**src/lc3b_pkg.sv**
```systemverilog
`default_nettype none

package lc3b_pkg;

	localparam int lc3b_word_w = 16; // data and address width.
	localparam int lc3b_reg_cnt = 8;
	localparam int lc3b_idx_w = $clog2(lc3b_reg_cnt); // register index width.

	// isa opcode field, bits 15:12.
	typedef enum logic [3:0] {
		op_br   = 4'b0000,
		op_add  = 4'b0001,
		op_ldb  = 4'b0010,
		op_stb  = 4'b0011,
		op_jsr  = 4'b0100,
		op_and  = 4'b0101,
		op_ldr  = 4'b0110,
		op_str  = 4'b0111,
		op_rti  = 4'b1000,
		op_not  = 4'b1001,
		op_ldi  = 4'b1010,
		op_sti  = 4'b1011,
		op_jmp  = 4'b1100,
		op_shf  = 4'b1101,
		op_lea  = 4'b1110,
		op_trap = 4'b1111
	} lc3b_opcode;

	typedef enum logic [2:0] {
		alu_pass,
		alu_add,
		alu_and,
		alu_not,
		alu_sll,
		alu_srl,
		alu_sra
	} alu_op;

	// second alu operand.
	typedef enum logic [1:0] {
		src_reg,
		src_imm5, // sign extended.
		src_imm4  // zero extended shift amount.
	} operand_src;

	typedef enum logic [1:0] {
		rf_alu,
		rf_link, // pc + 2.
		rf_lea
	} regfile_src;

	// redirect target.
	typedef enum logic [1:0] {
		tgt_none,
		tgt_branch, // conditional on nzp.
		tgt_off11,
		tgt_base
	} target_src;

endpackage

`default_nettype wire

```
**src/control_rom.sv**
```systemverilog
`timescale 1ns/1ns
`default_nettype none

module control_rom (
	input  lc3b_pkg::lc3b_opcode opcode,
	input  logic                 ir4,
	input  logic                 ir5,
	input  logic                 ir11,
	output logic                 load_regfile,
	output logic                 load_cc,
	output logic                 dest_link,
	output lc3b_pkg::alu_op      aluop,
	output lc3b_pkg::operand_src operand_sel,
	output lc3b_pkg::regfile_src regfile_sel,
	output lc3b_pkg::target_src  target_sel
);

	import lc3b_pkg::*;

	always_comb begin
		// everything inactive unless the opcode says otherwise.
		load_regfile = 1'b0;
		load_cc = 1'b0;
		dest_link = 1'b0;
		aluop = alu_pass;
		operand_sel = src_reg;
		regfile_sel = rf_alu;
		target_sel = tgt_none;

		case (opcode)
			op_add: begin
				if (ir5)
					operand_sel = src_imm5; // dr = sr1 + sext(imm5).
				aluop = alu_add;
				load_regfile = 1'b1;
				load_cc = 1'b1;
			end

			op_and: begin
				if (ir5)
					operand_sel = src_imm5;
				aluop = alu_and;
				load_regfile = 1'b1;
				load_cc = 1'b1;
			end

			op_not: begin
				aluop = alu_not; // dr = ~sr1.
				load_regfile = 1'b1;
				load_cc = 1'b1;
			end

			op_shf: begin
				operand_sel = src_imm4;
				if (!ir4)
					aluop = alu_sll;
				else if (!ir5)
					aluop = alu_srl;
				else
					aluop = alu_sra;
				load_regfile = 1'b1;
				load_cc = 1'b1;
			end

			op_lea: begin
				// dr = pc + 2 + (sext(offset9) << 1).
				regfile_sel = rf_lea;
				load_regfile = 1'b1;
				load_cc = 1'b1;
			end

			op_br: begin
				target_sel = tgt_branch; // taken only on nzp match.
			end

			op_jmp: begin
				target_sel = tgt_base;
			end

			op_jsr: begin
				// r7 gets the return address.
				dest_link = 1'b1;
				regfile_sel = rf_link;
				load_regfile = 1'b1;
				if (ir11)
					target_sel = tgt_off11; // jsr.
				else
					target_sel = tgt_base; // jsrr.
			end

			// loads, stores, rti and trap retire as bubbles.
			default: begin
			end
		endcase
	end

endmodule

`default_nettype wire

```
**src/decode_stage.sv**
```systemverilog
`timescale 1ns/1ns
`default_nettype none

module decode_stage (
	input  logic                                clk,
	input  logic                                arst_n,
	input  logic                                instr_valid,
	input  logic [lc3b_pkg::lc3b_word_w-1:0]    instr,
	input  logic [lc3b_pkg::lc3b_word_w-1:0]    instr_pc,
	output logic [lc3b_pkg::lc3b_idx_w-1:0]     sr1_idx,
	output logic [lc3b_pkg::lc3b_idx_w-1:0]     sr2_idx,
	output logic [lc3b_pkg::lc3b_idx_w-1:0]     dest_idx,
	output logic                                dec_valid,
	output logic [lc3b_pkg::lc3b_word_w-1:0]    dec_pc,
	output logic [4:0]                          imm5,
	output logic [3:0]                          imm4,
	output logic [8:0]                          offset9,
	output logic [10:0]                         offset11,
	output logic [2:0]                          nzp_mask,
	output logic                                load_regfile,
	output logic                                load_cc,
	output lc3b_pkg::alu_op                     aluop,
	output lc3b_pkg::operand_src                operand_sel,
	output lc3b_pkg::regfile_src                regfile_sel,
	output lc3b_pkg::target_src                 target_sel
);

	import lc3b_pkg::*;

	logic [lc3b_word_w-1:0] ir;
	lc3b_opcode opcode;
	logic dest_link;

	always_ff @(posedge clk or negedge arst_n) begin
		if (!arst_n)
			dec_valid <= 1'b0;
		else
			dec_valid <= instr_valid;
	end

	always_ff @(posedge clk) begin
		ir <= instr;
		dec_pc <= instr_pc;
	end

	assign opcode = lc3b_opcode'(ir[15:12]);

	// field slices, immediates go out raw.
	assign sr1_idx = ir[8:6];
	assign sr2_idx = ir[2:0];
	assign imm5 = ir[4:0];
	assign imm4 = ir[3:0];
	assign offset9 = ir[8:0];
	assign offset11 = ir[10:0];
	assign nzp_mask = ir[11:9];
	assign dest_idx = dest_link ? lc3b_idx_w'(7) : ir[11:9]; // link goes to r7.

	control_rom u_control_rom (
		.opcode       (opcode),
		.ir4          (ir[4]),
		.ir5          (ir[5]),
		.ir11         (ir[11]),
		.load_regfile (load_regfile),
		.load_cc      (load_cc),
		.dest_link    (dest_link),
		.aluop        (aluop),
		.operand_sel  (operand_sel),
		.regfile_sel  (regfile_sel),
		.target_sel   (target_sel)
	);

endmodule

`default_nettype wire

```
**src/regfile.sv**
```systemverilog
`timescale 1ns/1ns
`default_nettype none

module regfile (
	input  logic                             clk,
	input  logic                             arst_n,
	input  logic                             wr_en,
	input  logic [lc3b_pkg::lc3b_idx_w-1:0]  wr_idx,
	input  logic [lc3b_pkg::lc3b_word_w-1:0] wr_data,
	input  logic [lc3b_pkg::lc3b_idx_w-1:0]  rd_a_idx,
	input  logic [lc3b_pkg::lc3b_idx_w-1:0]  rd_b_idx,
	output logic [lc3b_pkg::lc3b_word_w-1:0] rd_a_data,
	output logic [lc3b_pkg::lc3b_word_w-1:0] rd_b_data
);

	import lc3b_pkg::*;

	logic [lc3b_word_w-1:0] regs [lc3b_reg_cnt];

	always_ff @(posedge clk or negedge arst_n) begin
		if (!arst_n) begin
			for (int i = 0; i < lc3b_reg_cnt; i++)
				regs[i] <= '0;
		end else if (wr_en) begin
			regs[wr_idx] <= wr_data;
		end
	end

	// a pending write shows up on the read ports in the same cycle.
	assign rd_a_data = (wr_en && wr_idx == rd_a_idx) ? wr_data : regs[rd_a_idx];
	assign rd_b_data = (wr_en && wr_idx == rd_b_idx) ? wr_data : regs[rd_b_idx];

endmodule

`default_nettype wire

```
**src/alu.sv**
```systemverilog
`timescale 1ns/1ns
`default_nettype none

module alu (
	input  lc3b_pkg::alu_op                  aluop,
	input  logic [lc3b_pkg::lc3b_word_w-1:0] a,
	input  logic [lc3b_pkg::lc3b_word_w-1:0] b,
	output logic [lc3b_pkg::lc3b_word_w-1:0] f
);

	import lc3b_pkg::*;

	logic [3:0] shamt;

	assign shamt = b[3:0]; // shifts only look at imm4.

	always_comb begin
		case (aluop)
			alu_add:  f = a + b;
			alu_and:  f = a & b;
			alu_not:  f = ~a;
			alu_sll:  f = a << shamt;
			alu_srl:  f = a >> shamt;
			alu_sra:  f = $unsigned($signed(a) >>> shamt); // keeps the sign bit.
			default:  f = a; // pass.
		endcase
	end

endmodule

`default_nettype wire

```
**src/exec_stage.sv**
```systemverilog
`timescale 1ns/1ns
`default_nettype none

module exec_stage (
	input  logic                             clk,
	input  logic                             arst_n,
	input  logic                             dec_valid,
	input  logic [lc3b_pkg::lc3b_word_w-1:0] dec_pc,
	input  logic [lc3b_pkg::lc3b_idx_w-1:0]  sr1_idx,
	input  logic [lc3b_pkg::lc3b_idx_w-1:0]  sr2_idx,
	input  logic [lc3b_pkg::lc3b_idx_w-1:0]  dest_idx,
	input  logic [4:0]                       imm5,
	input  logic [3:0]                       imm4,
	input  logic [8:0]                       offset9,
	input  logic [10:0]                      offset11,
	input  logic [2:0]                       nzp_mask,
	input  logic                             load_regfile,
	input  logic                             load_cc,
	input  lc3b_pkg::alu_op                  aluop,
	input  lc3b_pkg::operand_src             operand_sel,
	input  lc3b_pkg::regfile_src             regfile_sel,
	input  lc3b_pkg::target_src              target_sel,
	input  logic [lc3b_pkg::lc3b_word_w-1:0] sr1_data,
	input  logic [lc3b_pkg::lc3b_word_w-1:0] sr2_data,
	output logic                             wr_en,
	output logic [lc3b_pkg::lc3b_idx_w-1:0]  wr_idx,
	output logic [lc3b_pkg::lc3b_word_w-1:0] wr_data,
	output logic [2:0]                       cc,
	output logic                             redirect,
	output logic [lc3b_pkg::lc3b_word_w-1:0] redirect_pc
);

	import lc3b_pkg::*;

	logic ex_valid, ex_load_regfile, ex_load_cc;
	logic [lc3b_word_w-1:0] ex_pc, ex_a, ex_b;
	logic [lc3b_idx_w-1:0] ex_dest;
	logic [4:0] ex_imm5;
	logic [3:0] ex_imm4;
	logic [8:0] ex_off9;
	logic [10:0] ex_off11;
	logic [2:0] ex_nzp;
	alu_op ex_aluop;
	operand_src ex_operand_sel;
	regfile_src ex_regfile_sel;
	target_src ex_target_sel;

	logic [lc3b_word_w-1:0] alu_b, alu_f, pc_plus2, off9_tgt, off11_tgt;
	logic [lc3b_word_w-1:0] result, target;
	logic [2:0] res_nzp;
	logic res_wr, take_redirect;

	always_ff @(posedge clk or negedge arst_n) begin
		if (!arst_n)
			ex_valid <= 1'b0;
		else
			ex_valid <= dec_valid;
	end

	// operand capture, forwarding the result this stage is retiring.
	always_ff @(posedge clk) begin
		ex_a <= (res_wr && ex_dest == sr1_idx) ? result : sr1_data;
		ex_b <= (res_wr && ex_dest == sr2_idx) ? result : sr2_data;
		ex_pc <= dec_pc;
		ex_dest <= dest_idx;
		ex_imm5 <= imm5;
		ex_imm4 <= imm4;
		ex_off9 <= offset9;
		ex_off11 <= offset11;
		ex_nzp <= nzp_mask;
		ex_load_regfile <= load_regfile;
		ex_load_cc <= load_cc;
		ex_aluop <= aluop;
		ex_operand_sel <= operand_sel;
		ex_regfile_sel <= regfile_sel;
		ex_target_sel <= target_sel;
	end

	always_comb begin
		case (ex_operand_sel)
			src_imm5: alu_b = {{(lc3b_word_w-5){ex_imm5[4]}}, ex_imm5};
			src_imm4: alu_b = {{(lc3b_word_w-4){1'b0}}, ex_imm4};
			default:  alu_b = ex_b;
		endcase
	end

	alu u_alu (
		.aluop (ex_aluop),
		.a     (ex_a),
		.b     (alu_b),
		.f     (alu_f)
	);

	// pc relative targets, offsets are word counts.
	assign pc_plus2 = ex_pc + lc3b_word_w'(2);
	assign off9_tgt = pc_plus2 + {{(lc3b_word_w-10){ex_off9[8]}}, ex_off9, 1'b0};
	assign off11_tgt = pc_plus2 + {{(lc3b_word_w-12){ex_off11[10]}}, ex_off11, 1'b0};

	always_comb begin
		case (ex_regfile_sel)
			rf_link: result = pc_plus2;
			rf_lea:  result = off9_tgt;
			default: result = alu_f;
		endcase
	end

	assign res_wr = ex_valid && ex_load_regfile;
	assign res_nzp = {result[lc3b_word_w-1], result == '0,
		!result[lc3b_word_w-1] && result != '0};

	always_comb begin
		case (ex_target_sel)
			tgt_branch: target = off9_tgt;
			tgt_off11:  target = off11_tgt;
			default:    target = ex_a; // base register.
		endcase
	end

	// branch tests cc before any update from this instruction.
	assign take_redirect = ex_valid && (ex_target_sel == tgt_branch ? |(ex_nzp & cc) :
		ex_target_sel != tgt_none);

	always_ff @(posedge clk or negedge arst_n) begin
		if (!arst_n) begin
			wr_en <= 1'b0;
			redirect <= 1'b0;
			cc <= 3'b010; // z after reset.
		end else begin
			wr_en <= res_wr;
			redirect <= take_redirect;
			if (ex_valid && ex_load_cc)
				cc <= res_nzp;
		end
	end

	always_ff @(posedge clk) begin
		wr_idx <= ex_dest;
		wr_data <= result;
		redirect_pc <= target;
	end

endmodule

`default_nettype wire

```
**src/lc3b_datapath.sv**
```systemverilog
`timescale 1ns/1ns
`default_nettype none

module lc3b_datapath (
	input  logic                             clk,
	input  logic                             arst_n,
	input  logic                             instr_valid,
	input  logic [lc3b_pkg::lc3b_word_w-1:0] instr,
	input  logic [lc3b_pkg::lc3b_word_w-1:0] instr_pc,
	output logic                             wb_valid,
	output logic [lc3b_pkg::lc3b_idx_w-1:0]  wb_idx,
	output logic [lc3b_pkg::lc3b_word_w-1:0] wb_data,
	output logic [2:0]                       cc,
	output logic                             redirect,
	output logic [lc3b_pkg::lc3b_word_w-1:0] redirect_pc
);

	import lc3b_pkg::*;

	logic [lc3b_idx_w-1:0] sr1_idx, sr2_idx, dest_idx;
	logic dec_valid, load_regfile, load_cc;
	logic [lc3b_word_w-1:0] dec_pc, sr1_data, sr2_data;
	logic [4:0] imm5;
	logic [3:0] imm4;
	logic [8:0] offset9;
	logic [10:0] offset11;
	logic [2:0] nzp_mask;
	alu_op aluop;
	operand_src operand_sel;
	regfile_src regfile_sel;
	target_src target_sel;

	decode_stage u_decode (
		.clk          (clk),
		.arst_n       (arst_n),
		.instr_valid  (instr_valid),
		.instr        (instr),
		.instr_pc     (instr_pc),
		.sr1_idx      (sr1_idx),
		.sr2_idx      (sr2_idx),
		.dest_idx     (dest_idx),
		.dec_valid    (dec_valid),
		.dec_pc       (dec_pc),
		.imm5         (imm5),
		.imm4         (imm4),
		.offset9      (offset9),
		.offset11     (offset11),
		.nzp_mask     (nzp_mask),
		.load_regfile (load_regfile),
		.load_cc      (load_cc),
		.aluop        (aluop),
		.operand_sel  (operand_sel),
		.regfile_sel  (regfile_sel),
		.target_sel   (target_sel)
	);

	// write port is driven straight from the execute stage outputs.
	regfile u_regfile (
		.clk       (clk),
		.arst_n    (arst_n),
		.wr_en     (wb_valid),
		.wr_idx    (wb_idx),
		.wr_data   (wb_data),
		.rd_a_idx  (sr1_idx),
		.rd_b_idx  (sr2_idx),
		.rd_a_data (sr1_data),
		.rd_b_data (sr2_data)
	);

	exec_stage u_exec (
		.clk          (clk),
		.arst_n       (arst_n),
		.dec_valid    (dec_valid),
		.dec_pc       (dec_pc),
		.sr1_idx      (sr1_idx),
		.sr2_idx      (sr2_idx),
		.dest_idx     (dest_idx),
		.imm5         (imm5),
		.imm4         (imm4),
		.offset9      (offset9),
		.offset11     (offset11),
		.nzp_mask     (nzp_mask),
		.load_regfile (load_regfile),
		.load_cc      (load_cc),
		.aluop        (aluop),
		.operand_sel  (operand_sel),
		.regfile_sel  (regfile_sel),
		.target_sel   (target_sel),
		.sr1_data     (sr1_data),
		.sr2_data     (sr2_data),
		.wr_en        (wb_valid),
		.wr_idx       (wb_idx),
		.wr_data      (wb_data),
		.cc           (cc),
		.redirect     (redirect),
		.redirect_pc  (redirect_pc)
	);

endmodule

`default_nettype wire

```
**config.mk**
```make
export PLATFORM = sky130hd
export DESIGN_NAME = lc3b_datapath
export DESIGN_NICKNAME = d
export VERILOG_FILES = /design/src/lc3b_pkg.sv /design/src/control_rom.sv /design/src/decode_stage.sv /design/src/regfile.sv /design/src/alu.sv /design/src/exec_stage.sv /design/src/lc3b_datapath.sv
export SDC_FILE = /design/constraint.sdc
export NUM_CORES = 1
export LEC_CHECK = 0
export BUFFER_PORTS_ARGS = -buffer_cell sky130_fd_sc_hd__buf_2
export CELL_PAD_IN_SITES_DETAIL_PLACEMENT = 1
export CELL_PAD_IN_SITES_GLOBAL_PLACEMENT = 2
export CORE_UTILIZATION = 46
export CTS_CLUSTER_SIZE = 30
export DETAILED_ROUTE_END_ITERATION = 7
export GPL_TIMING_DRIVEN = 0
export PLACE_DENSITY_LB_ADDON = 0.1
export SLEW_MARGIN = 5
export SYNTH_ARGS = -nofsm -noshare
export SYNTH_HDL_FRONTEND = slang
export SYNTH_HIERARCHICAL = 1
export SYNTH_SLANG_ARGS = --single-unit
```
**constraint.sdc**
```tcl
create_clock -name clk -period 13.3 [get_ports clk]
set_input_delay 2.66 -clock clk [delete_from_list [all_inputs] [get_ports clk]]
set_output_delay 2.66 -clock clk [all_outputs]
set_load 0.03 [all_outputs]
```
After elaboration in Yosys (flattened, before gate mapping)
Cells that the tools add are included.
- register bits after elaboration: 296
- input port bits: 35
- output and inout bits: 40
- word-level logic and storage cells: 120
- $add $sub $neg: 4
- magnitude comparators: 4
- equality and inequality tests: 23
- shift-type cells: 3
- mux-type cells: 29
- bitwise operators: 6
- reduce and logical (&&, ||, !) cells: 18
- operators by type and width (cell ; count):
    16-bit 2-to-1 mux ; 9
    128-bit bitwise mux ; 1
    16-bit binary-select mux with 3-bit select ; 2
    16-bit case mux with 2 select lines ; 3
    16-bit case mux with 6 select lines ; 1
    16-bit adder ; 3
    16-bit demux with 3-bit select ; 1
    16-bit by 2-bit adder with 16-bit output (second input constant) ; 1
    16-bit bitwise AND ; 1
    4-bit == test (second input constant) ; 4
    16-bit logical NOT ; 1
    16-bit NOT ; 1
    16-bit nonzero test ; 1
    16-bit by 4-bit left shift with 16-bit output ; 1
    16-bit by 4-bit right shift with 16-bit output ; 1
    16-bit by 4-bit >>> shifter with 16-bit output ; 1
    3-bit == test ; 4
    4-bit >= comparator (second input constant) ; 3
    3-bit NOT with 4-bit output ; 3
    3-bit case mux with 4 select lines ; 1
    3-bit == test (second input constant) ; 3
    1-bit logical AND ; 9
    4-bit by 3-bit == test with 1-bit output (second input constant) ; 2
    2-bit case mux with 2 select lines ; 2
    other kinds (17) ; 28

Longest topological paths before layout
Gate-level depths: netlist of the first run.
- depth in word-level cells: 7
- depth in mapped cells: 21

Modules after synthesis
The synthesis of the first run kept the hierarchy.
- by module, submodules not included (module ; times used ; cells an instance ; area an instance (µm²)):
    regfile ; 1 ; 452 ; 7533.5
    exec_stage ; 1 ; 601 ; 5929.4
    alu ; 1 ; 408 ; 2934.1
    decode_stage ; 1 ; 74 ; 969.7
    control_rom ; 1 ; 21 ; 146.4

Worst setup path after synthesis of the first run
Ideal clock, no wire load.
- kind: register -> register
- start: reg u_exec.ex_operand_sel[0]
- end: reg u_exec.cc[0]
- library setup time: 129 ps
- arrival time: 4523 ps
- data required time: 13171 ps
- setup slack: 8649 ps
- cell stages (with the launch flop): 19
- cell sequence: dfxtp_1 inv_1 ha_1 clkbuf_1 o21ai_0 buf_2 buf_2 mux4_2 a221oi_1 a21oi_1 o21ai_1 o211ai_1 nand2_1 o21ai_2 or4_1 or4_1 or4_1 nor4_2 o2bb2ai_1
- longest elaborated chain between the ends: 7
- RTL lines (element ; line ; text):
    from (decl) ; exec_stage.sv:44 ; operand_src ex_operand_sel;
    from (signal assigned) ; exec_stage.sv:74 ; ex_operand_sel <= operand_sel;
    2-bit == test or 2-bit by 1-bit == test with 1-bit output (tied branches) ; exec_stage.sv:80 ; case (ex_operand_sel)
    16-bit case mux with 2 select lines (*) ; exec_stage.sv:80 ;
    via u_exec.alu_b[1] ; exec_stage.sv:48 ; logic [lc3b_word_w-1:0] alu_b, alu_f, pc_plus2, off9_tgt, off11_tgt;
    16-bit adder, or another cell as far along ; alu.sv:19 ; alu_add: f = a + b;
    16-bit case mux with 6 select lines (*) ; alu.sv:18 ; case (aluop)
    via u_exec.alu_f[3] ; exec_stage.sv:48 ;
    16-bit case mux with 2 select lines (*) ; exec_stage.sv:100 ; case (ex_regfile_sel)
    via u_exec.result[3] ; exec_stage.sv:49 ; logic [lc3b_word_w-1:0] result, target;
    16-bit nonzero test (*) ; exec_stage.sv:109 ; !result[lc3b_word_w-1] && result != '0};
    1-bit logical AND (*) ; exec_stage.sv:109 ;
    to (signal assigned) ; exec_stage.sv:132 ; cc <= res_nzp;
    to (decl) ; exec_stage.sv:28 ; output logic [2:0] cc,
The timed path passes the listed nets; every way through them passes the cells marked *.
A chain may end at the register's enable or synchronous reset.

Final worst setup path of the first run
- start: reg u_exec.ex_operand_sel[0]
- end: reg u_exec.cc[1]
- longest elaborated chain between the ends: 6
- RTL lines (element ; line ; text):
    2-bit == test or 2-bit by 1-bit == test with 1-bit output (tied branches) ; exec_stage.sv:80 ;
    16-bit case mux with 2 select lines (*) ; exec_stage.sv:80 ;
    via u_exec.alu_b[1] ; exec_stage.sv:48 ;
    16-bit adder, or another cell as far along ; alu.sv:19 ;
    16-bit case mux with 6 select lines (*) ; alu.sv:18 ;
    via u_exec.alu_f[3] ; exec_stage.sv:48 ;
    16-bit case mux with 2 select lines (*) ; exec_stage.sv:100 ;
    via u_exec.result[3] ; exec_stage.sv:49 ;
    16-bit logical NOT (*) ; exec_stage.sv:108 ; assign res_nzp = {result[lc3b_word_w-1], result == '0,
Marked as above.

==> results.toml, run 1 <==
[cells_and_area]
register_area_um2 = 6600
drive_gt1_share_pct = 28.7
final_area_um2 = 19700
antenna_cells = 0
fillers = 4016
nNetsFinal = 1763
area_growth_pct = 12.5
multi_input_area_um2 = 9890

[synthesis]
synth_area_per_cell_um2 = 11.3
synth_edf_count = 0
yosysWarningCount = 6
syn_inst = 1556
synth.ff_latch_count = 296
seq_area_frac_synth_pct = 37.7
syn_nets = 1650
syn_area_um2 = 17500
yosys_most_used_dff = "dfxtp_1"
synth.distinct_cells = 88
async_flop_share_pct = 45.6

[flow_run]
cap_violations = 0

[floorplanning]
io_pins = 75
die_x_um = 197
rows = 71
die_h_um = 197
die_area_um2 = 38900
core_area_um2 = 37600
initial_utilization_pct = 46.6

[place]
dp_hpwl_um = 42400
dpl-instance-area_um2 = 18600
numPortBuffers = 74
routabilityCongestion = 0.935

[routing]
viasPerCell = 5.95
first_pass_iters = 5
drc = 0
drtAntennaViolNets = 0
wl_per_cell_um = 25.1
routed-via-count = 13100
drt-initial-drc-count = 759
drt-total-wl_um = 55300

[cts]
cts_tree = "built"
cts.clk_slew.worst_paths_ns = 0.06
cts_hold_buf = 0
cts_setup_buffers = 0
h-tree-depth = 2
cts.root.buffer_cell = "clkbuf_16"
clock_sinks = 296
clockBufferDepth = 3
post_cts_resized = 0
insertion_delay_ns = 0.55
cts_made_buffers = 34

[setup_path]
r2r-start = "u_exec/ex_operand_sel[0]"
cp.arrival_ns = 6.78
crit_chain = "inv_1, ha_1, clkbuf_1, o21ai_0, buf_2, buf_2, mux4_2, a221oi_1, a21oi_1, o21ai_1, o211ai_1, nand2_1, o21ai_2, or4_1, or4_1, or4_1, nor4_2, a22o_1"
ff2ff_path_depth = 18
crit_start = "u_exec/ex_operand_sel[0]"
crit_path_frequent_cell = "or4_1"
cpMaxStageDelayCell = "o21ai_0"
rrSetupSlack_ns = 7.01
worst_setup_path_end_kind = "flop"
critical_path_class = "reg -> reg"
cp-start-kind = "flop"
critPathRequiredTime_ns = 13.79
cp_max_fo = 10
slowest_delay_ns = 1.04
r2r_end = "u_exec/cc[1]"

[min_path]
min_to = "u_exec/ex_pc[14]"
hold_path.class = "reg -> reg"
hold_start = "u_decode/dec_pc[14]"
min_path_cells = 0

[sta]
fin_crit_sh_pct = 47.3
setup_viol = 0
relSlewSlack_pct = 14.2
rsz0062_at_grt = "no"
max_freq_ghz = 0.159
report.final.slew_viol_count = 0
setup_tns_ns = 0
tightest_slew_ns = 1.27
skew_ns = 0.0297
hold_violations = 0
period_minus_slack_ns = 6.29

[global_routing]
grt_pass1_wl_um = 85000
antenna_found_initial = 0
track_usage_pct = 29.1
grt_max_degree = 75
grt_overflow_total = 0
grt_pass1_vias = 13600

[pwr]
ir_drop_mv = 0.131
p_per_area_nw_per_um2 = 183
leakage_nw = 8.79

[run_status]
status = "completed"
worst max-delay path, delay by kind of cell, from the launching register on:
| kind | cells | cell delay, ns |
|---|---|---|
| flops | 1 | 0.34 |
| fa+ha+maj | 1 | 0.32 |
| buf+inv | 4 | 1.05 |
| compound gates | 7 | 2.30 |
| mux | 1 | 0.35 |
| simple gates | 5 | 1.85 |
cells in the mapped netlist (14+ instances only):
master,number,area (um2)
inv_1,36,135
nor2_1,83,312
xnor2_1,37,324
nand3_1,25,125
o21ai_0,43,215
a211oi_1,14,105
dfxtp_1,161,3220
mux4_2,17,383
buf_2,23,115
buf_4,46,345
a21o_1,17,128
nand2b_1,18,113
ha_1,56,701
dfrtp_1,134,3350
buf_1,19,71.3
mux4_1,68,1790
nand2_1,105,394
mux2_2,218,2450
xor2_1,14,123
mux2i_1,18,180
o211ai_1,14,105
buf_6,14,158
a21oi_1,65,325
clkbuf_1,45,169
nor3_1,21,105
per-stage QoR:
| stage | cells | util [%] | hold slack, ns | setup slack (ns) | power (mW) |
|---|---|---|---|---|---|
| final | 2203 | 52.4 | 0.326 | 7.01 | 3.59 |
| after global routing | 2203 | 52.4 | 0.334 | 6.81 | 3.77 |
| after CTS | 2203 | 52.4 | 0.328 | 7.07 | 3.61 |
| after detailed placement | 2144 | 49.5 | 0.314 | 7.13 | 2.66 |
| after global placement | 2141 | 49.3 | 0.313 | 7.17 | 2.60 |
| after floorplan | 1556 | - | 0.310 | 8.65 | 2.19 |
worst max-delay path by stage:
stage | cells past startpoint | end
detailed placement | 18 | u_exec/cc[0]
CTS | 18 | u_exec/cc[0]
floorplan | 18 | u_exec/cc[0]
finish | 18 | u_exec/cc[1]
global placement | 18 | u_exec/cc[0]
global route | 18 | u_exec/cc[0]
flip-flops by register name, summed over array words and instances, names as in the netlist, 3 cells and up:
signal	flops
u_exec/ex_nzp	3
u_exec/ex_b	16
u_exec/ex_imm4	4
u_decode/ir	16
u_exec/ex_dest	3
u_exec/ex_pc	16
u_exec/ex_aluop	3
u_exec/ex_off11	11
u_exec/redirect_pc	16
u_exec/wr_idx	3
u_exec/ex_imm5	5
u_exec/wr_data	16
u_exec/cc	3
u_exec/ex_a	16
u_regfile/regs	128
u_decode/dec_pc	16
u_exec/ex_off9	9
logic make-up after synthesis:
kind of cell / Yosys count / share of synthesized area [%]
flip-flops: 296 / 37.7
buffers and inverters: 188 / 5.87
multiplexers: 333 / 28.5
AND/OR/NAND/NOR: 344 / 9.79
XOR/XNOR: 52 / 2.69
adder cells (fa/ha/maj): 59 / 4.34
AO/OA/AOI/OAI: 284 / 11.1
layout by cell type, fill, tap and decap left out, drive strengths merged, types with 15 or more instances in the layout:
cell type,count
nand2b,18
nor2,84
dfxtp,161
nand2,105
mux4,85
ha,56
a21oi,65
clkbuf,96
dfrtp,134
nand3,25
nor3,23
xnor2,37
a21o,17
mux2,230
inv,43
mux2i,18
o21ai,51
a22oi,15
buf,180
metal layers:
layer | vias up | track usage [%] | share of wire (%)
met3 | 76 | 3.60 | 4.0
met1 | 6688 | 37.9 | 44
met2 | 294 | 50.3 | 49
met4 | 0 | 9.45 | 2.8
met5 | - | 0 | 0
li1 | 6049 | - | -
power breakdown:
| part | switching, mW | internal, mW |
|---|---|---|
| logic | 0.753 | 0.609 |
| clock network | 0.377 | 0.552 |
| registers | 0.201 | 1.10 |
layout make-up:
class,count,share of cell area [%]
flip-flops and latches,296,33.5
repair buffers,77,2.13
multi-input cells,1072,50.2
clock buffers,51,5.17
clock inverters,8,0.470
well taps,511,3.25
plain buffers,148,4.46
inverters,40,0.762
Note: power is estimated with default switching activity, not from simulation.
==> inputs of run 2 (changes only) <==
--- a/config.mk
+++ b/config.mk
@@ -5,10 +5,11 @@
 export SDC_FILE = /design/constraint.sdc
 export NUM_CORES = 1
 export LEC_CHECK = 0
+export ABC_AREA = 1
 export BUFFER_PORTS_ARGS = -buffer_cell sky130_fd_sc_hd__buf_2
 export CELL_PAD_IN_SITES_DETAIL_PLACEMENT = 1
 export CELL_PAD_IN_SITES_GLOBAL_PLACEMENT = 2
-export CORE_UTILIZATION = 46
+export CORE_UTILIZATION = 32
 export CTS_CLUSTER_SIZE = 30
 export DETAILED_ROUTE_END_ITERATION = 7
 export GPL_TIMING_DRIVEN = 0
==> constraint.sdc (replaced) <==
create_clock -name clk -period 5.77 [get_ports clk]
set_input_delay 1.154 -clock clk [delete_from_list [all_inputs] [get_ports clk]]
set_output_delay 1.154 -clock clk [all_outputs]
set_load 0.03 [all_outputs]
==> results.toml, run 2 <==
[pwr]
intPower_mw = 4.55
ir_drop_mv = 0.260
seqPwrFrac_pct = 37.6
netSwitchingFraction_pct = 38.7
p_per_area_nw_per_um2 = 359
pwr-share-clk_pct = 31.7
total_power_mw = 7.42
leakage_nw = 10.6
power_frac_comb_pct = 30.7
power.switching_mw = 2.87

[global_routing]
grt_overflow_total = 0
antenna_found_initial = 0
track_usage_pct = 27.8
grt_pass1_vias = 18800
grt_pass1_wl_um = 118000
grt_max_degree = 90

[synthesis]
yosysTopAreaCell = "nand2_1"
syn_area_um2 = 18100
synthTopCellsByArea = "nand2_1 20%, dfrtp_1 19%, dfxtp_1 18%"
synth.distinct_cells = 52
synth.ff_latch_count = 296
synthTopCellsByCount = "942 x nand2_1, 418 x nand3_1, 304 x inv_1, 191 x o21ai_0, 161 x dfxtp_1"
syn_nets = 2853
synth_area_per_cell_um2 = 6.55
synth_most_common_cell = "nand2_1"
synth_edf_count = 0
seq_area_frac_synth_pct = 36.5
synth_top_area_share_pct = 19.6
syn_inst = 2759
yosys_most_used_dff = "dfxtp_1"
async_flop_share_pct = 45.6
yosysWarningCount = 6

[sta]
fin_crit_sh_pct = 84.6
rsz0062_at_grt = "no"
period_minus_slack_ns = 4.88
tightest_slew_ns = 0.669
report.final.slew_viol_count = 0
setup_tns_ns = 0
skew_ns = 0.0164
setup_viol = 0
max_freq_ghz = 0.205
hold_violations = 0
fin_hold_ws_ns = 0.325
relSlewSlack_pct = 55.3

[cts]
h-tree-depth = 2
cts_tree = "built"
cts_made_buffers = 36
insertion_delay_ns = 0.55
cts_setup_buffers = 0
clockBufferDepth = 3
cts_hold_buf = 0
cts.root.buffer_cell = "clkbuf_16"
post_cts_resized = 0
cts.clk_slew.worst_paths_ns = 0.06
clock_sinks = 296

[routing]
drt-total-wl_um = 79100
viasPerCell = 5.01
wl_per_cell_um = 21.7
first_pass_iters = 5
drt-initial-drc-count = 932
routed-via-count = 18300
drtAntennaViolNets = 0
drc = 0

[floorplanning]
rows = 86
initial_utilization_pct = 32.6
die_area_um2 = 57500
io_pins = 75
die_h_um = 240
die_x_um = 240
core_area_um2 = 55400

[place]
dpl-instance-area_um2 = 19400
numPortBuffers = 74
routabilityCongestion = 0.934
dp_hpwl_um = 64300
place_inst = 3582

[setup_path]
worst_setup_path_end_kind = "flop"
crit_start = "u_exec/ex_operand_sel[0]"
cp_max_fo = 10
cp.arrival_ns = 5.32
critical_path_class = "reg -> reg"
critPathRequiredTime_ns = 6.20
cp-start-kind = "flop"
r2r-start = "u_exec/ex_operand_sel[0]"

[min_path]
hold_start = "u_decode/dec_pc[9]"
hold_path.class = "reg -> reg"

[cells_and_area]
top_register = "u_regfile/regs"
nNetsFinal = 2966
largest_reg_flops = 128
antenna_cells = 0
area_growth_pct = 14.2
fillers = 7204
final_area_um2 = 20600
fin_cells = 3647
layout_commonest_cell = "nand2_1"
drive_gt1_share_pct = 11.0
layout_common_cells = "942 x nand2_1, 418 x nand3_1, 304 x inv_1, 191 x o21ai_0, 161 x dfxtp_1"

[flow_run]
cap_violations = 0

[run_status]
status = "completed"
==> run 2: metrics by stage <==
step	utilization (%)	worst slack, ns
final	37.3	0.887
after global routing	37.3	0.531
after CTS	37.3	0.798
after detailed placement	35.0	0.805
after global placement	35.0	0.889
after floorplan	-	2.38
==> run 2: worst max-delay path, cell delays in order (launching register included) <==
cell and delay, ns:
dfxtp_1 0.34, inv_1 0.05, ha_1 0.26, clkbuf_1 0.36
nor2_1 0.21, nand2_1 0.10, nand3_1 0.43, inv_1 0.39
clkbuf_1 0.49, nand3_1 0.18, nand3_1 0.14, a21oi_1 0.10
nor2_1 0.25, a21oi_1 0.13, or2_0 0.25, nand2_1 0.17
nand3_1 0.09, nor2_1 0.11, nand2_1 0.05, nor2_1 0.08
nand3_1 0.11, a21oi_4 0.14, nand3_2 0.14, nand3_1 0.11
nand2_1 0.05
==> run 2: final timing paths <==
path                                 endpoint  slack, ns  cells past startpoint
hold reg to reg               u_exec/ex_pc[9]       0.33                      0
min in group asynchronous  u_regfile/regs[71]       0.54                      1
setup reg to reg                 u_exec/cc[0]       0.89                     24
hold / removal                u_exec/ex_pc[9]       0.33                      0
max in group asynchronous        u_exec/cc[1]       4.35                      2
setup / recovery                 u_exec/cc[0]       0.89                     24
==> run 2: area by class of cell <==
class	instances	area (um2)	area share (%)
clock buffers	47	972	4.71
multi-input cells	1974	9370	45.4
well taps	748	936	4.53
plain buffers	157	858	4.16
clock inverters	18	253	1.22
flip-flops and latches	296	6600	32.0
repair buffers	75	404	1.96
inverters	332	1250	6.07
==> run 2: kinds of logic after synthesis <==
family / after synthesis / synth area share, %
and+or+nand+nor: 1588 / 37.6
AOI/OAI and AO/OA: 318 / 9.48
DFF: 296 / 36.5
xor gates and xnor gates: 9 / 0.478
buffers and inverters: 489 / 11.7
adders and majority gates: 59 / 4.21
==> run 2: power groups by stage <==
stage               sequential [mW]  combinational [mW]  clock (mW)
global placement               2.82                2.21           0
CTS                            2.79                2.27        2.41
floorplan                      2.74                1.42           0
finish                         2.79                2.28        2.35
detailed placement             2.82                2.26           0
global route                   2.83                2.55        2.49
==> run 2: per-layer routing <==
layer  global-route usage, %  up-vias  wire (um)
met5                       0        -          0
met4                    10.2        0       2800
met3                    2.44      115       2440
met2                    48.7      356      38700
met1                    35.4     8813      35100
li1                        -     8982          -
